$ cat config.mk
export PLATFORM = sky130hd
export DESIGN_NAME = wa_arbiter
export DESIGN_NICKNAME = d
export VERILOG_FILES = /design/src/wa_arb_pkg.sv /design/src/wa_lock_tracker.sv /design/src/wa_priority_select.sv /design/src/wa_arbiter_fsm.sv /design/src/wa_arbiter.sv
export SDC_FILE = /design/constraint.sdc
export NUM_CORES = 1
export LEC_CHECK = 0
export BUFFER_PORTS_ARGS = -buffer_cell sky130_fd_sc_hd__buf_2
export CORE_MARGIN = 4
export CORE_UTILIZATION = 30
export CTS_CLUSTER_SIZE = 8
export DETAILED_ROUTE_END_ITERATION = 10
export GPL_ROUTABILITY_DRIVEN = 0
export PLACE_DENSITY_LB_ADDON = 0.12
export REMOVE_ABC_BUFFERS = 1
export SYNTH_ARGS = -nofsm -noshare
export SYNTH_HDL_FRONTEND = slang
export SYNTH_SLANG_ARGS = --single-unit
$ cat constraint.sdc
create_clock -name ACLK -period 5.4 [get_ports ACLK]
set_clock_uncertainty 0.05 [all_clocks]
set_input_delay 1.08 -clock ACLK [delete_from_list [all_inputs] [get_ports ACLK]]
set_output_delay 1.08 -clock ACLK [all_outputs]
set_load 0.02 [all_outputs]
$ cat src/wa_arb_pkg.sv
package wa_arb_pkg;

   // ------------------------------------------------------------
   // Sizes
   // ------------------------------------------------------------
   localparam int NUM_MASTERS  = 4;
   localparam int MASTER_IDX_W = $clog2(NUM_MASTERS);

   // Index of one master and one bit per master
   typedef logic [MASTER_IDX_W-1:0] master_idx_t;
   typedef logic [NUM_MASTERS-1:0]  master_vec_t;

   // AXI AWLOCK encoding, value 3 is reserved and handled as normal
   typedef enum logic [1:0] {
      LOCK_NORMAL = 2'd0,
      LOCK_EXCL   = 2'd1,
      LOCK_LOCKED = 2'd2
   } lock_t;

   // ------------------------------------------------------------
   // Request side
   // ------------------------------------------------------------
   typedef struct packed {
      logic  valid;
      lock_t lock;
   } aw_req_t;

   // Master 0 in the lowest slot
   typedef aw_req_t [NUM_MASTERS-1:0] aw_req_vec_t;

   // ------------------------------------------------------------
   // Arbiter state and status
   // ------------------------------------------------------------
   typedef enum logic [1:0] {
      ST_IDLE   = 2'd0,
      ST_NORMAL = 2'd1,
      ST_LOCKED = 2'd2
   } wr_state_t;

   typedef struct packed {
      master_vec_t grant;
      logic        lock_active;
      logic        normal_active;
   } arb_status_t;

   // Status while no master owns the port
   localparam arb_status_t STATUS_IDLE = '0;

endpackage

$ cat src/wa_lock_tracker.sv
`timescale 1ns/1ps

module wa_lock_tracker (
   input  logic                     ACLK,
   input  logic                     aresetn,
   input  wa_arb_pkg::aw_req_vec_t  reqs,
   output wa_arb_pkg::master_vec_t  lock_released
);

   // ------------------------------------------------------------
   // Lock-release flags
   // ------------------------------------------------------------
   // A locked request arms the lock, a normal request releases it.
   // Exclusive and reserved lock types keep whatever was there.
   always_ff @(posedge ACLK or negedge aresetn) begin
      if (!aresetn) begin
         lock_released <= '0;
      end else begin
         for (int i = 0; i < wa_arb_pkg::NUM_MASTERS; i++) begin
            if (reqs[i].valid) begin
               case (reqs[i].lock)
                  wa_arb_pkg::LOCK_LOCKED: begin
                     lock_released[i] <= 1'b0;
                  end
                  wa_arb_pkg::LOCK_NORMAL: begin
                     lock_released[i] <= 1'b1;
                  end
                  default: begin
                     lock_released[i] <= lock_released[i];
                  end
               endcase
            end
         end
      end
   end

   // ------------------------------------------------------------
   // Checks
   // ------------------------------------------------------------
   for (genvar gi = 0; gi < wa_arb_pkg::NUM_MASTERS; gi++) begin : g_flag_chk
      // A locked request may never be what releases the lock
      a_no_rise_on_locked : assert property (
         @(posedge ACLK) disable iff (!aresetn)
         (reqs[gi].valid && reqs[gi].lock == wa_arb_pkg::LOCK_LOCKED)
            |=> !$rose(lock_released[gi])
      );
   end

endmodule

$ cat src/wa_priority_select.sv
`timescale 1ns/1ps

module wa_priority_select (
   input  wa_arb_pkg::aw_req_vec_t  reqs,
   input  wa_arb_pkg::master_idx_t  start_idx,
   output logic                     pick_valid,
   output wa_arb_pkg::master_idx_t  pick_idx,
   output logic                     pick_locked
);

   // Request valids, one bit per master
   wa_arb_pkg::master_vec_t                   req_valid;
   // Two copies back to back so a part select does the rotation
   logic [2*wa_arb_pkg::NUM_MASTERS-1:0]      req_dbl;
   // Bit k is the master k places after start_idx
   wa_arb_pkg::master_vec_t                   req_rot;
   // Distance from start_idx to the first requester
   wa_arb_pkg::master_idx_t                   offset;

   // ------------------------------------------------------------
   // Rotate so that start_idx lands on bit 0
   // ------------------------------------------------------------
   always_comb begin
      for (int i = 0; i < wa_arb_pkg::NUM_MASTERS; i++) begin
         req_valid[i] = reqs[i].valid;
      end
   end

   assign req_dbl = {req_valid, req_valid};
   assign req_rot = req_dbl[start_idx +: wa_arb_pkg::NUM_MASTERS];

   // ------------------------------------------------------------
   // First requester after rotation
   // ------------------------------------------------------------
   // Scan downwards so the lowest set bit wins
   always_comb begin
      offset = '0;
      for (int k = wa_arb_pkg::NUM_MASTERS - 1; k >= 0; k--) begin
         if (req_rot[k]) begin
            offset = wa_arb_pkg::master_idx_t'(k);
         end
      end
   end

   assign pick_valid = |req_rot;

   // Index wraps naturally in MASTER_IDX_W bits
   assign pick_idx = start_idx + offset;

   // Only a LOCK_LOCKED request starts a locked ownership
   assign pick_locked = pick_valid && (reqs[pick_idx].lock == wa_arb_pkg::LOCK_LOCKED);

endmodule

$ cat src/wa_arbiter_fsm.sv
`timescale 1ns/1ps

module wa_arbiter_fsm (
   input  logic                     ACLK,
   input  logic                     aresetn,
   input  wa_arb_pkg::master_vec_t  wr_end,
   input  wa_arb_pkg::master_vec_t  lock_released,
   input  logic                     pick_valid,
   input  wa_arb_pkg::master_idx_t  pick_idx,
   input  logic                     pick_locked,
   output wa_arb_pkg::master_idx_t  start_idx,
   output wa_arb_pkg::arb_status_t  status
);

   // Current and next ownership
   wa_arb_pkg::wr_state_t    state_q;
   wa_arb_pkg::wr_state_t    state_d;
   wa_arb_pkg::master_idx_t  owner_q;
   wa_arb_pkg::master_idx_t  owner_d;

   // Owner has let go of the port this cycle
   logic                     port_free;

   // ------------------------------------------------------------
   // Where the search for the next owner begins
   // ------------------------------------------------------------
   always_comb begin
      case (state_q)
         wa_arb_pkg::ST_NORMAL: begin
            start_idx = owner_q;
         end
         wa_arb_pkg::ST_LOCKED: begin
            // Released lock hands over to the next master first
            start_idx = owner_q + 1'b1;
         end
         default: begin
            start_idx = '0;
         end
      endcase
   end

   // ------------------------------------------------------------
   // Free condition
   // ------------------------------------------------------------
   always_comb begin
      case (state_q)
         wa_arb_pkg::ST_NORMAL: begin
            port_free = wr_end[owner_q];
         end
         wa_arb_pkg::ST_LOCKED: begin
            // Locked owner holds on until a normal request cleared its lock
            port_free = wr_end[owner_q] && lock_released[owner_q];
         end
         default: begin
            port_free = 1'b1;
         end
      endcase
   end

   // ------------------------------------------------------------
   // Next state and owner
   // ------------------------------------------------------------
   always_comb begin
      state_d = state_q;
      owner_d = owner_q;
      if (port_free) begin
         if (pick_valid) begin
            owner_d = pick_idx;
            if (pick_locked) begin
               state_d = wa_arb_pkg::ST_LOCKED;
            end else begin
               state_d = wa_arb_pkg::ST_NORMAL;
            end
         end else begin
            // Nobody waiting, keep the last owner index
            state_d = wa_arb_pkg::ST_IDLE;
         end
      end
   end

   always_ff @(posedge ACLK or negedge aresetn) begin
      if (!aresetn) begin
         state_q <= wa_arb_pkg::ST_IDLE;
         owner_q <= '0;
      end else begin
         state_q <= state_d;
         owner_q <= owner_d;
      end
   end

   // ------------------------------------------------------------
   // Registered status, one edge behind the state
   // ------------------------------------------------------------
   always_ff @(posedge ACLK or negedge aresetn) begin
      if (!aresetn) begin
         status <= wa_arb_pkg::STATUS_IDLE;
      end else begin
         if (state_q == wa_arb_pkg::ST_IDLE) begin
            status <= wa_arb_pkg::STATUS_IDLE;
         end else begin
            status.grant         <= wa_arb_pkg::master_vec_t'(1) << owner_q;
            status.lock_active   <= (state_q == wa_arb_pkg::ST_LOCKED);
            status.normal_active <= (state_q == wa_arb_pkg::ST_NORMAL);
         end
      end
   end

   // ------------------------------------------------------------
   // Checks
   // ------------------------------------------------------------
   a_grant_onehot0 : assert property (
      @(posedge ACLK) disable iff (!aresetn)
      $onehot0(status.grant)
   );

   a_active_exclusive : assert property (
      @(posedge ACLK) disable iff (!aresetn)
      !(status.lock_active && status.normal_active)
   );

   // Locked ownership only ends on a releasing write end
   a_locked_hold : assert property (
      @(posedge ACLK) disable iff (!aresetn)
      (state_q == wa_arb_pkg::ST_LOCKED && !(wr_end[owner_q] && lock_released[owner_q]))
         |=> (state_q == wa_arb_pkg::ST_LOCKED && $stable(owner_q))
   );

endmodule

$ cat src/wa_arbiter.sv
`timescale 1ns/1ps

module wa_arbiter (
   input  logic                     ACLK,
   input  logic                     aresetn,
   input  wa_arb_pkg::aw_req_vec_t  reqs,
   input  wa_arb_pkg::master_vec_t  wr_end,
   output wa_arb_pkg::arb_status_t  status
);

   // ------------------------------------------------------------
   // Internal nets
   // ------------------------------------------------------------
   wa_arb_pkg::master_vec_t  lock_released;
   wa_arb_pkg::master_idx_t  start_idx;
   logic                     pick_valid;
   wa_arb_pkg::master_idx_t  pick_idx;
   logic                     pick_locked;

   // Lock-release flag per master
   wa_lock_tracker u_lock_tracker (
      .ACLK          (ACLK),
      .aresetn       (aresetn),
      .reqs          (reqs),
      .lock_released (lock_released)
   );

   // Rotating search, combinational
   wa_priority_select u_priority_select (
      .reqs        (reqs),
      .start_idx   (start_idx),
      .pick_valid  (pick_valid),
      .pick_idx    (pick_idx),
      .pick_locked (pick_locked)
   );

   // Ownership and registered status
   wa_arbiter_fsm u_arbiter_fsm (
      .ACLK          (ACLK),
      .aresetn       (aresetn),
      .wr_end        (wr_end),
      .lock_released (lock_released),
      .pick_valid    (pick_valid),
      .pick_idx      (pick_idx),
      .pick_locked   (pick_locked),
      .start_idx     (start_idx),
      .status        (status)
   );

endmodule

# ---- Word-level counts from Yosys, hierarchy flattened
# Cells that the tools add are included.
dict set report op_classes {
  reduce_logical 17
  addsub 2
  order_cmp 2
  muxes 19
  eq_ne 7
  shift 2
}
# cell n
set ops {}
lappend ops {{$mux 2} 7}
lappend ops {{$eq 2x2->1 const B} 6}
lappend ops {{$logic_not 2->1} 5}
lappend ops {{$pmux 1 s2} 5}
lappend ops {{$reduce_and 2->1} 5}
lappend ops {{$reduce_bool 2->1} 4}
lappend ops {{$shiftx 8x3->4} 1}
lappend ops {{$bmux 3 s2} 1}
lappend ops {{$lt 2x3->1 const B} 2}
lappend ops {{$mux 6} 1}
lappend ops {{$bmux 1 s2} 2}
lappend ops {{$pmux 2 s2} 1}
lappend ops {{$reduce_or 4->1} 1}
lappend ops {{$shl 1x2->4 const A} 1}
lappend ops {{$add 2x1->2 const B} 1}
lappend ops {{$add 2x2->2} 1}
lappend ops {{$eq 2x1->1 const B} 1}
lappend ops {{$logic_and 1x1->1} 2}
lappend ops {{$mux 1} 2}
dict set report totals {
  register_bits 14
  elab_cells 58
  out_inout_bits 6
  in_bits 18
}

# ---- Logic depth before layout (Yosys ltp)
# Gate-level depths: netlist of the first run.
dict set report depth {
  depth_word 14
  mapped_depth 13
  mapped_depth_nobuf 13
}

# ---- Modules after synthesis
# Synthesis of the first run repeated with hierarchy kept, for this count alone.
dict set report hier_totals {
  cells_unflattened 107
  hier_area_um2 1102.3
}
# mod instances cells_per_inst area_per_inst_um2 seq_area_each_um2
set modules_own_cells {}
lappend modules_own_cells {wa_arbiter_fsm 1 56 638.1 250.2}
lappend modules_own_cells {wa_priority_select 1 35 254.0 0.0}
lappend modules_own_cells {wa_lock_tracker 1 16 210.2 100.1}

# ---- Least setup slack after synthesis of the first run
# Ideal clock, no wire load.
dict set report synth_path {
  path_kind {input-to-reg}
  startpoint {input port reqs[11] (netlist bit)}
  endpoint {register u_arbiter_fsm.state_q[0]}
  required_ps 5229
  path_slack_ps 2701
  setup_time_ps 121
  stages 11
  arrival_time_ps 2528
  path_buffers 0
  path_cell_list {inv_1 > o31ai_1 > a21oi_1 > o21ai_0 > nand2_1 > ha_1 > nor2_1 > a32oi_1 > mux2i_1 > mux2i_1 > a22o_1}
}
dict set report synth_between {
  elab_chain_len 12
  elab_cells_between_ends 13
  classes_between {add/sub: 1; eq/ne: 1; shift: 1; mux: 8; reduce/logical: 2}
}
# item line_no
set synth_lines {}
lappend synth_lines {{start, declared} wa_arbiter.sv:6} ;# input wa_arb_pkg::aw_req_vec_t reqs,
lappend synth_lines {{$shiftx 8x3->4 (*)} wa_priority_select.sv:30} ;# assign req_rot = req_dbl[start_idx +: wa_arb_pkg::NUM_MASTERS];
lappend synth_lines {{$mux 2 (3 in a row)} wa_priority_select.sv:39} ;# if (req_rot[k]) begin
lappend synth_lines {{$mux 2 (*)} wa_priority_select.sv:39}
lappend synth_lines {{$add 2x2->2 (*)} wa_priority_select.sv:48} ;# assign pick_idx = start_idx + offset;
lappend synth_lines {{net pick_idx[0]} wa_arbiter.sv:17} ;# wa_arb_pkg::master_idx_t pick_idx;
lappend synth_lines {{$bmux 3 s2 (*)} wa_priority_select.sv:51} ;# assign pick_locked = pick_valid && (reqs[pick_idx].lock == wa_arb_pkg::LOCK_LOCKED);
lappend synth_lines {{$mux 2 (not written as such) (*)} wa_priority_select.sv:51}
lappend synth_lines {{$eq 2x2->1 (*)} wa_priority_select.sv:51}
lappend synth_lines {{$logic_and 1x1->1 (*)} wa_priority_select.sv:51}
lappend synth_lines {{$mux 2 (*)} wa_arbiter_fsm.sv:69} ;# if (pick_locked) begin
lappend synth_lines {{$mux 2 (*)} wa_arbiter_fsm.sv:67} ;# if (pick_valid) begin
lappend synth_lines {{end signal, assigned} wa_arbiter_fsm.sv:83} ;# state_q <= wa_arb_pkg::ST_IDLE;
lappend synth_lines {{end signal, assigned} wa_arbiter_fsm.sv:86} ;# state_q <= state_d;
lappend synth_lines {{end, declared} wa_arbiter_fsm.sv:16} ;# wa_arb_pkg::wr_state_t state_q;
# Mark *: on every way through the listed nets, which the timed path passes. The rest lies on a longest branch. The select of a mux whose other input is x is not followed.
# A chain may end at the register's enable or synchronous reset.

# ---- Worst setup path after layout of the first run
dict set report layout_path {
  startpoint {register u_arbiter_fsm.owner_q[0]}
  endpoint {register u_arbiter_fsm.state_q[0]}
}
dict set report layout_between {
  elab_chain_len 14
  elab_cells_between_ends 21
  classes_between {add/sub: 2; eq/ne: 1; shift: 1; mux: 14; reduce/logical: 3}
}
# item line_no
set layout_lines {}
lappend layout_lines {{start, declared} wa_arbiter_fsm.sv:18} ;# wa_arb_pkg::master_idx_t owner_q;
lappend layout_lines {{start signal, assigned} wa_arbiter_fsm.sv:87} ;# owner_q <= owner_d;
lappend layout_lines {{$add 2x1->2} wa_arbiter_fsm.sv:34} ;# start_idx = owner_q + 1'b1;
lappend layout_lines {{$pmux 2 s2 (*)} wa_arbiter_fsm.sv:28} ;# case (state_q)
lappend layout_lines {{$shiftx 8x3->4} wa_priority_select.sv:30}
lappend layout_lines {{$mux 2 (4 in a row)} wa_priority_select.sv:39}
lappend layout_lines {{$add 2x2->2 (*)} wa_priority_select.sv:48}
lappend layout_lines {{net pick_idx[0]} wa_arbiter.sv:17}
lappend layout_lines {{$bmux 3 s2 (*)} wa_priority_select.sv:51}
lappend layout_lines {{$mux 2 (not written as such) (*)} wa_priority_select.sv:51}
lappend layout_lines {{$eq 2x2->1 (*)} wa_priority_select.sv:51}
lappend layout_lines {{$logic_and 1x1->1 (*)} wa_priority_select.sv:51}
lappend layout_lines {{$mux 2 (*)} wa_arbiter_fsm.sv:69}
lappend layout_lines {{$mux 2 (*)} wa_arbiter_fsm.sv:67}
# Marks and branches as above.

==> results of run 1 <==
-- per-stage QoR --
stage	hold WS (ps)	std cells	util, %
after global routing	538.0	156	39.25
after global placement	474.4	152	37.98
after CTS	501.3	156	39.25
after floorplan	422.8	98	-
final	490.7	156	39.25
after detailed placement	478.2	152	37.98
-- cells in the mapped netlist (all sizes together) --
master	n
and4	1
or2	1
mux2i	5
a21oi	3
o311a	1
inv	13
nor2b	4
ha	10
a22oi	1
o211ai	3
or3	1
o21a	2
a22o	1
nand2b	1
nand2	3
o2bb2ai	1
a211oi	2
o31ai	6
a32oi	2
nor2	11
o22ai	1
nor4	1
nor3	1
mux2	2
clkbuf	1
maj3	1
o21ai	6
dfrtp	14
-- worst max path at each step --
| stage | from | end | slack, ps | cells after the start |
|---|---|---|---|---|
| final | u_arbiter_fsm.owner_q[0]$_DFFE_PN0P_ | u_arbiter_fsm.state_q[0]$_DFFE_PN0N_ | 2390 | 13 |
| after global routing | u_arbiter_fsm.owner_q[0]$_DFFE_PN0P_ | u_arbiter_fsm.state_q[0]$_DFFE_PN0N_ | 1960 | 13 |
| after CTS | u_arbiter_fsm.owner_q[0]$_DFFE_PN0P_ | u_arbiter_fsm.state_q[0]$_DFFE_PN0N_ | 2390 | 13 |
| after detailed placement | reqs[11] | u_arbiter_fsm.state_q[0]$_DFFE_PN0N_ | 2350 | 12 |
| after global placement | reqs[8] | u_arbiter_fsm.state_q[0]$_DFFE_PN0N_ | 2360 | 12 |
| after floorplan | reqs[11] | u_arbiter_fsm.state_q[0]$_DFFE_PN0N_ | 2700 | 11 |
-- critical path: stages (launching register included) --
cell and delay (ps):
dfrtp_1 500, inv_1 120, ha_1 300, a22oi_1 330, nand2b_1 260, nor2_1 50
o21ai_0 170, nand2_1 80, ha_1 360, nor2_1 70, a32oi_1 210, mux2i_1 110
mux2i_1 190, a22o_1 150
-- state kept, by name (all words and copies together), names as in the netlist --
signal / count
u_arbiter_fsm.owner_q: 2
u_arbiter_fsm.state_q: 2
u_arbiter_fsm.status: 6
u_lock_tracker.lock_released: 4
-- layer usage --
layer / vias up / global-route usage [%]
met5: - / 0
met4: 0 / 4.852
met3: 2 / 1.751
met2: 25 / 17.81
li1: 409 / -
met1: 373 / 14.36
-- cells by family (layout without fill, tap and decap cells) --
| family | after synthesis | count (layout) | share of synthesized area, % |
|---|---|---|---|
| fa+ha+maj | 11 | 11 | 14.61 |
| mux | 7 | 7 | 8.177 |
| flops | 14 | 14 | 37.53 |
| simple gates | 24 | 24 | 12.47 |
| buf+inv | 14 | 40 | 5.630 |
| compound gates | 29 | 29 | 21.58 |
-- power by group --
| part | internal (mW) | total, mW | leakage (nW) | switching, mW |
|---|---|---|---|---|
| sequential | 0.139 | 0.164 | 0.178 | 0.0250 |
| clock | 0.0409 | 0.0772 | 0.0210 | 0.0363 |
| combinational | 0.137 | 0.315 | 0.381 | 0.178 |
-- final cells by class --
cell class	instances	area (µm²)
tap	31	38.79
fill	308	1733
inverter	13	48.80
timing repair buffer	23	115.1
clock buffer	4	36.28
multi-input combinational	71	530.5
sequential	14	350.3
==> metrics, run 1 <==
hold path startpoint u_lock_tracker.lock_released[3]$_DFFE_PN0P_; Hold EP u_lock_tracker.lock_released[3]$_DFFE_PN0P_; CP endpoint kind flip-flop; Mean Syn Cell Area between 9 and 10 µm²; most frequent cells in the layout buf_2 (23), dfrtp_1 (14), inv_1 (13); number of I/O pins 24; Yosys Warn Count 0; largest net degree at the start of global routing 15; Pre-antenna DRT Iters 4; Die Y-Extent 63.78 µm; design area around 1100 µm²; gr usage total a little over a tenth; Final Max Tran Viols 0; wl on met1 998 µm; Die X ~64 µm; Yosys reg bits 14; H-Tree Depth 1; WL met2 ~970 µm; outcome complete, no violations; DP Area ~1100 µm²; Antenna Nets Post-Route 0; CTS clk-pin slew, worst paths about 100 ps; Routed wire per std cell ~13 µm; Max Fclk roughly 330 MHz; Rel. slew slack a little under 70%; RR Endpoint u_arbiter_fsm.state_q[0]$_DFFE_PN0N_; Critical Path RT roughly 5600 ps; vias in the first global route 806; metal3 WL approximately 96 µm; Detailed Route Iter0 Violations 26; Post-Syn Instances 99; Sink Count 14; Seq/Total Area, Yosys a little under two fifths; post-cts resize count 0; TritonCTS buffer count 3; Critical R2R Launch u_arbiter_fsm.owner_q[0]$_DFFE_PN0P_; Final Power about 0.56 mW; Post-route DRC 0; startpoint types flip-flop; Ant. Diodes 0; # setup viols final 0; first-pass GRT wire length about 3600 µm; reg-to-reg setup timing slack between 2000 and 2500 ps; area grow syn2layout 19.97%; die area around 4100 µm²; worst hold stages 2; unrepaired setup endpoints after global routing false; Tightest Pin Transition ~460 ps; setup TNS 0 ps; R2R depth 13; Final nets between 150 and 200; Port Buf Inserts 23; pre-CTS setup slack 2346 ps; fraction of layout cells with a size suffix above 1 about a quarter; CTS Hold Buffers Added 0; Hold Fails Final Rpt 0; post-synth top area cell dfrtp_1; Setup CP Type reg -> reg; Core ar. between 2000 and 3000 µm²; final wirelength about 2100 µm; commonest non-fill, non-tap cell in the layout buf_2; Synth area leaders dfrtp_1 (38%), ha_1 (13%), mux2i_1 (5.4%); Leakage a little under 0.6 nW; row count 19; Distinct cells, synth 29; fin crit period between 3000 and 4000 ps; worst-case vdd ir drop 0.1358 mV; post-synth top area share a little under two fifths; CP Max Fanout 8; critical path arrival approximately 3200 ps; Setup WS post-layout 2385 ps; P per Cell Area between 400 and 500 nW/µm²; Post-CTS Setup Bufs 0; Vias 809; Clock Latency Late Sink approximately 280 ps; DP Wirelength between 1500 and 2000 µm; Bufs on Longest Clock Path 2; initial core utilization between 30% and 40%; CTS tree built; Hold WC Path Type reg -> reg; root cell of the clock tree clkbuf_4; drt via density about 5.2; Max Cap Viol 0; synthesized cell area slightly above 900 µm²; Final Cycle Share a little under three fifths; Congestion Overflow GR 0; top sig layer met4; initial antenna violation count 0
Note: power is estimated with default switching activity, not from simulation.
==> inputs of run 2 (changes only) <==
==> constraint.sdc (replaced) <==
create_clock -name ACLK -period 3.14 [get_ports ACLK]
set_clock_uncertainty 0.05 [all_clocks]
set_input_delay 0.628 -clock ACLK [delete_from_list [all_inputs] [get_ports ACLK]]
set_output_delay 0.628 -clock ACLK [all_outputs]
set_load 0.02 [all_outputs]
==> run 2 against run 1 <==
Largest power group unchanged. Die area unchanged. Critical path type unchanged. Setup slack worse by 2000 ps. Register-to-register slack worse by 2000 ps. First-iteration DRC count down 27%.
==> metrics, run 2 (synthesis results as in run 1) <==
Routed wire per std cell 13.43 µm (+0.19%); CTS tree built; CP endpoint kind flip-flop; Congestion Overflow GR 0 (unchanged); vias in the first global route 742 (-7.9%); reg-to-reg setup timing slack 370 ps (-2020 ps); Tightest Pin Transition 463.3 ps (+7.202 ps); Final Cycle Share 88.23% (+32 points); sw frac 42.68% (-0.26 points); critical path arrival 2910 ps (-270 ps); Max Fclk 361.0 MHz (+8.8%); root cell of the clock tree clkbuf_4; Core ar. 2853 µm² (unchanged); Critical Path RT 3280 ps (-2290 ps); H-Tree Depth 1 (unchanged); row count 19 (unchanged); outcome complete, no violations; Setup CP Type reg -> reg; Detailed Route Iter0 Violations 19 (-27%); Rel. slew slack 68.23% (-0.49 points); Hold WC Path Type in -> async; CTS clk-pin slew, worst paths 90 ps (about the same); CP max stage delay 450 ps (-50 ps); Int Pwr 0.5577 mW (+76%); Clock Latency Late Sink 290 ps (about the same); Final nets 154 (unchanged); Hold Fails Final Rpt 0 (unchanged); DP Area 1084 µm² (unchanged); Die Y-Extent 63.78 µm (unchanged); Port Buf Inserts 23 (unchanged); Setup WS post-layout 369.7 ps (-2015 ps); Post-CTS Setup Bufs 0 (unchanged); CP Buf/Inv Count 1 (unchanged); Final Max Tran Viols 0 (unchanged); Pre-antenna DRT Iters 4 (unchanged); # setup viols final 0 (unchanged); final wirelength 2095 µm (+0.19%); Biggest register u_arbiter_fsm.status; Vias 805 (-0.49%); number of flip-flops in the largest register 6 (unchanged); Clk pwr share 13.6% (-0.3 points); TritonCTS buffer count 3 (unchanged); first-pass GRT wire length 3553 µm (-0.39%); family with the most delay on the worst path adder cells; Register Area 352.8 µm² (+0.71%); Antenna Nets Post-Route 0 (unchanged); number of I/O pins 24 (unchanged); fin crit period 2770 ps (-244.7 ps); Switch Pwr 0.4153 mW (+74%); design area 1137 µm² (+1.6%); drt via density 5.160 (-0.49%); setup TNS 0 ps (unchanged); unrepaired setup endpoints after global routing false; most frequent cells in the layout buf_2 (23), inv_1 (13), dfrtp_1 (12); Post-route DRC 0 (unchanged); WHS 171.6 ps (-319.1 ps); area of the multi-input gates 545.5 µm² (+2.8%); fraction of layout cells with a size suffix above 1 28.00% (+4.0 points); worst-case vdd ir drop 0.3000 mV (+120%); CP Max Fanout 8 (unchanged); Leakage 0.5783 nW (-0.24%); Die X 63.78 µm (unchanged); Fill cells 283 (-8.1%); Max Cap Viol 0 (unchanged); startpoint types flip-flop; pre-CTS setup slack 234.6 ps (-2111 ps); Ant. Diodes 0 (unchanged); initial core utilization 32.72% (unchanged); area grow syn2layout 21.85%; largest net degree at the start of global routing 15 (unchanged); top flop regs u_arbiter_fsm.status: 6 flops, u_lock_tracker.lock_released: 4 flops; Sink Count 14 (unchanged); Bufs on Longest Clock Path 2 (unchanged); Gate power share 56.9% (+0.3 points); Crit-path slowest cell dfrtp_2; initial antenna violation count 0 (unchanged); DP Wirelength 1720 µm (about the same); Seq pwr share 29.6% (about the same); die area 4068 µm² (unchanged); gr usage total 11.13% (+0.15 points); cell breakdown of the critical path inv_1 -> ha_1 -> a22oi_2 -> nand2b_1 -> nor2_1 -> o21ai_0 -> nand2_1 -> ha_1 -> nor2_1 -> a32oi_2 -> mux2i_1 -> mux2i_1 -> a22o_1; commonest non-fill, non-tap cell in the layout buf_2; P per Cell Area 855.5 nW/µm² (+72%)
-- run 2: metal layers --
layer | vias up | GRT usage, % | wire (µm)
met4 | 0 | 4.043 | 36
met2 | 22 | 17.81 | 973
met3 | 5 | 3.327 | 97
met1 | 372 | 14.16 | 988
met5 | - | 0 | 0
li1 | 406 | - | -
-- run 2: power by group through the flow --
stage | registers (mW) | clock network [mW] | logic (mW)
global placement | 0.288 | 0 | 0.538
floorplan | 0.315 | 0 | 0.377
CTS | 0.284 | 0.137 | 0.542
finish | 0.288 | 0.132 | 0.553
global route | 0.295 | 0.147 | 0.628
detailed placement | 0.288 | 0 | 0.540
-- run 2: repair_timing --
item	CTS	global route
setup endpoints to repair	0	2
hold buffers	0	0
resized for setup	0	5
-- run 2: worst paths after layout --
kind | start | endpoint | depth (start not counted)
setup / recovery | u_arbiter_fsm.owner_q[0]$_DFFE_PN0P_ | u_arbiter_fsm.state_q[0]$_DFFE_PN0N_ | 13
hold / removal | aresetn | u_lock_tracker.lock_released[3]$_DFFE_PN0P_ | 1
setup reg to reg | u_arbiter_fsm.owner_q[0]$_DFFE_PN0P_ | u_arbiter_fsm.state_q[0]$_DFFE_PN0N_ | 13
hold reg to reg | u_lock_tracker.lock_released[1]$_DFFE_PN0P_ | u_lock_tracker.lock_released[1]$_DFFE_PN0P_ | 2
max in group asynchronous | aresetn | u_arbiter_fsm.owner_q[1]$_DFFE_PN0P_ | 1
min in group ACLK | reqs[7] | u_lock_tracker.lock_released[2]$_DFFE_PN0P_ | 2
-- run 2: final cells by class --
class | count | share of cell area, %
clock buffers | 4 | 3.190
inverters | 13 | 4.290
multi-input cells | 71 | 47.96
flip-flops and latches | 14 | 31.02
well taps | 31 | 3.410
repair buffers | 23 | 10.12
-- run 2: per-stage QoR --
stage	total power, mW	util [%]	std cells
2_1_floorplan	0.6922	-	98
3_3_place_gp	0.8263	37.98	152
3_5_place_dp	0.8275	37.98	152
4_1_cts	0.9623	39.25	156
5_1_grt	1.069	39.87	156
6_report	0.9730	39.87	156
-- run 2: worst reg2reg max path, cell delays in order, from the launching register on --
cell      delay [ps]
dfrtp_2          450
inv_1            100
ha_1             300
a22oi_2          220
nand2b_1         230
nor2_1            70
o21ai_0          130
nand2_1           70
ha_1             340
nor2_1           160
a32oi_2           80
mux2i_1          150
mux2i_1          110
a22o_1           200
==> inputs of run 3 (changes only) <==
--- a/config.mk
+++ b/config.mk
@@ -6,6 +6,7 @@
 export NUM_CORES = 1
 export LEC_CHECK = 0
 export BUFFER_PORTS_ARGS = -buffer_cell sky130_fd_sc_hd__buf_2
+export CORE_ASPECT_RATIO = 0.5
 export CORE_MARGIN = 4
 export CORE_UTILIZATION = 30
 export CTS_CLUSTER_SIZE = 8
==> run 3 against run 2 <==
Routed wire length is 6.9% higher. Critical path depth stayed put. First-iteration DRC count is 74% higher. Setup slack worse by 67 ps. Clock power is 33% higher. Fmax is 2.4% lower. Non-clock buffer count stayed put. Combinational power is 2% higher. Clock-buffer cell count stayed put. Utilization is 1.7 points higher. Global-route usage is 0.87 points higher. Largest cell class unchanged.
==> metrics, run 3 (synthesis results as in run 1) <==
top flop regs u_arbiter_fsm.status: 6 flops, u_lock_tracker.lock_released: 4 flops; Setup CP Type reg -> reg; DP Wirelength 1781 µm (+3.6%); TritonCTS buffer count 3 (unchanged); CP Max Fanout 5 (-3); P per Cell Area 887.9 nW/µm² (+3.8%); Antenna Nets Post-Route 0 (unchanged); unrepaired setup endpoints after global routing false; Die Y-Extent 47.44 µm (-26%); Fill cells 297 (+4.9%); row count 13 (-6); Die X 86.89 µm (+36%); startpoint types flip-flop; Vias 798 (-0.87%); Clock Latency Late Sink 250 ps (-40 ps); Pre-antenna DRT Iters 4 (unchanged); fin crit period 2838 ps (+67.46 ps); Port Buf Inserts 23 (unchanged); R2R depth 13 (unchanged); Congestion Overflow GR 0 (unchanged); first-pass GRT wire length 3712 µm (+4.5%); CP endpoint kind flip-flop; initial core utilization 33.56% (+0.84 points); Post-CTS Setup Bufs 0 (unchanged); area grow syn2layout 23.73%; Core ar. 2781 µm² (-2.5%); Register Area 351.6 µm² (-0.35%); Max Fclk 352.4 MHz (-2.4%); most frequent cells in the layout buf_2 (23), inv_1 (13), dfrtp_1 (13); Ant. Diodes 0 (unchanged); Max Cap Viol 0 (unchanged); commonest non-fill, non-tap cell in the layout buf_2; setup TNS 0 ps (unchanged); Routed wire per std cell 13.83 µm (+3.0%); outcome complete, no violations; root cell of the clock tree clkbuf_8; Bufs on Longest Clock Path 2 (unchanged); number of flip-flops in the largest register 6 (unchanged); Critical Path RT 3270 ps (about the same); Tightest Pin Transition 458.4 ps (-4.955 ps); initial antenna violation count 0 (unchanged); Final Cycle Share 90.38% (+2.1 points); # setup viols final 0 (unchanged); CTS Hold Buffers Added 0 (unchanged); Hold Fails Final Rpt 0 (unchanged); Detailed Route Iter0 Violations 33 (+14); critical path arrival 2970 ps (+60 ps); Final Power 1.025 mW (+5.4%); largest net degree at the start of global routing 15 (unchanged); Hold WC Path Type in -> async; Post-route DRC 0 (unchanged); vias in the first global route 777 (+4.7%); Sink Count 14 (unchanged); fraction of layout cells with a size suffix above 1 26.40% (-1.6 points); number of I/O pins 24 (unchanged); area of the multi-input gates 538.0 µm² (-1.4%); Final nets 154 (unchanged); Rel. slew slack 68.57% (+0.34 points); H-Tree Depth 1 (unchanged); CTS clk-pin slew, worst paths 60 ps (-30 ps); drt via density 4.926 (-4.5%); Biggest register u_arbiter_fsm.status; final core occ 41.52% (+1.7 points); die area 4122 µm² (+1.3%); Final Max Tran Viols 0 (unchanged); Leakage 0.5873 nW (+1.5%); CTS tree built; final wirelength 2240 µm (+6.9%); worst-case vdd ir drop 0.2584 mV (-14%); gr usage total 12.00% (+0.87 points)
[run 3: cell counts in the layout (fill, tap and decap cells not counted)]
No cell type changed its count.
[run 3: repair_timing]
action | in CTS | in global routing
gates resized for setup | 0 | 3
setup endpoints to repair | 0 | 2
hold endpoints to repair | 0 | 0
[run 3: final cells by class]
class / instances / share of cell area (%)
multi-input cells: 71 / 46.59
flip-flops and latches: 14 / 30.44
repair buffers: 23 / 9.967
clock buffers: 4 / 4.767
inverters: 13 / 4.225
well taps: 37 / 4.009
[run 3: power by group]
| group | internal, mW | switching (mW) | total [mW] |
|---|---|---|---|
| Sequential | 0.242 | 0.0456 | 0.287 |
| Combinational | 0.242 | 0.320 | 0.562 |
| Clock | 0.111 | 0.0646 | 0.176 |
| Total | 0.595 | 0.430 | 1.03 |
[run 3: worst paths after layout]
| path | start | end | slack, ps |
|---|---|---|---|
| max | u_arbiter_fsm.owner_q[1]$_DFFE_PN0P_ | u_arbiter_fsm.state_q[0]$_DFFE_PN0N_ | 300 |
| min | aresetn | u_lock_tracker.lock_released[3]$_DFFE_PN0P_ | 220 |
| max reg2reg | u_arbiter_fsm.owner_q[1]$_DFFE_PN0P_ | u_arbiter_fsm.state_q[0]$_DFFE_PN0N_ | 300 |
| min reg2reg | u_lock_tracker.lock_released[1]$_DFFE_PN0P_ | u_lock_tracker.lock_released[1]$_DFFE_PN0P_ | 460 |
| max in group asynchronous | aresetn | u_arbiter_fsm.owner_q[0]$_DFFE_PN0P_ | 2560 |
| min in group ACLK | u_lock_tracker.lock_released[1]$_DFFE_PN0P_ | u_lock_tracker.lock_released[1]$_DFFE_PN0P_ | 460 |
[run 3: critical path: stages (launching register included)]
cell      delay (ps)
dfrtp_1          450
inv_1            140
ha_1             310
a22oi_2          240
nand2b_2         210
nor2_1            60
o21ai_0          140
nand2_1           70
ha_1             360
nor2_1            70
a32oi_1          200
mux2i_1          110
mux2i_1          200
a22o_1           150
[run 3: per-stage QoR]
stage	instances	instance area [µm²]	hold slack, ps	setup slack, ps
floorplan	98	929.6	282.4	568.4
CTS	162	1146	226.9	169.1
global route	162	1155	244.0	2.040
finish	162	1155	218.2	302.2
detailed placement	158	1091	449.4	194.5
global placement	158	1091	455.2	273.5
[run 3: metal layers]
| layer | wire [µm] | track usage (%) |
|---|---|---|
| met5 | 0 | 0 |
| met1 | 1195 | 17.27 |
| met2 | 914 | 17.35 |
| met3 | 130 | 3.608 |
| met4 | 0 | 3.727 |
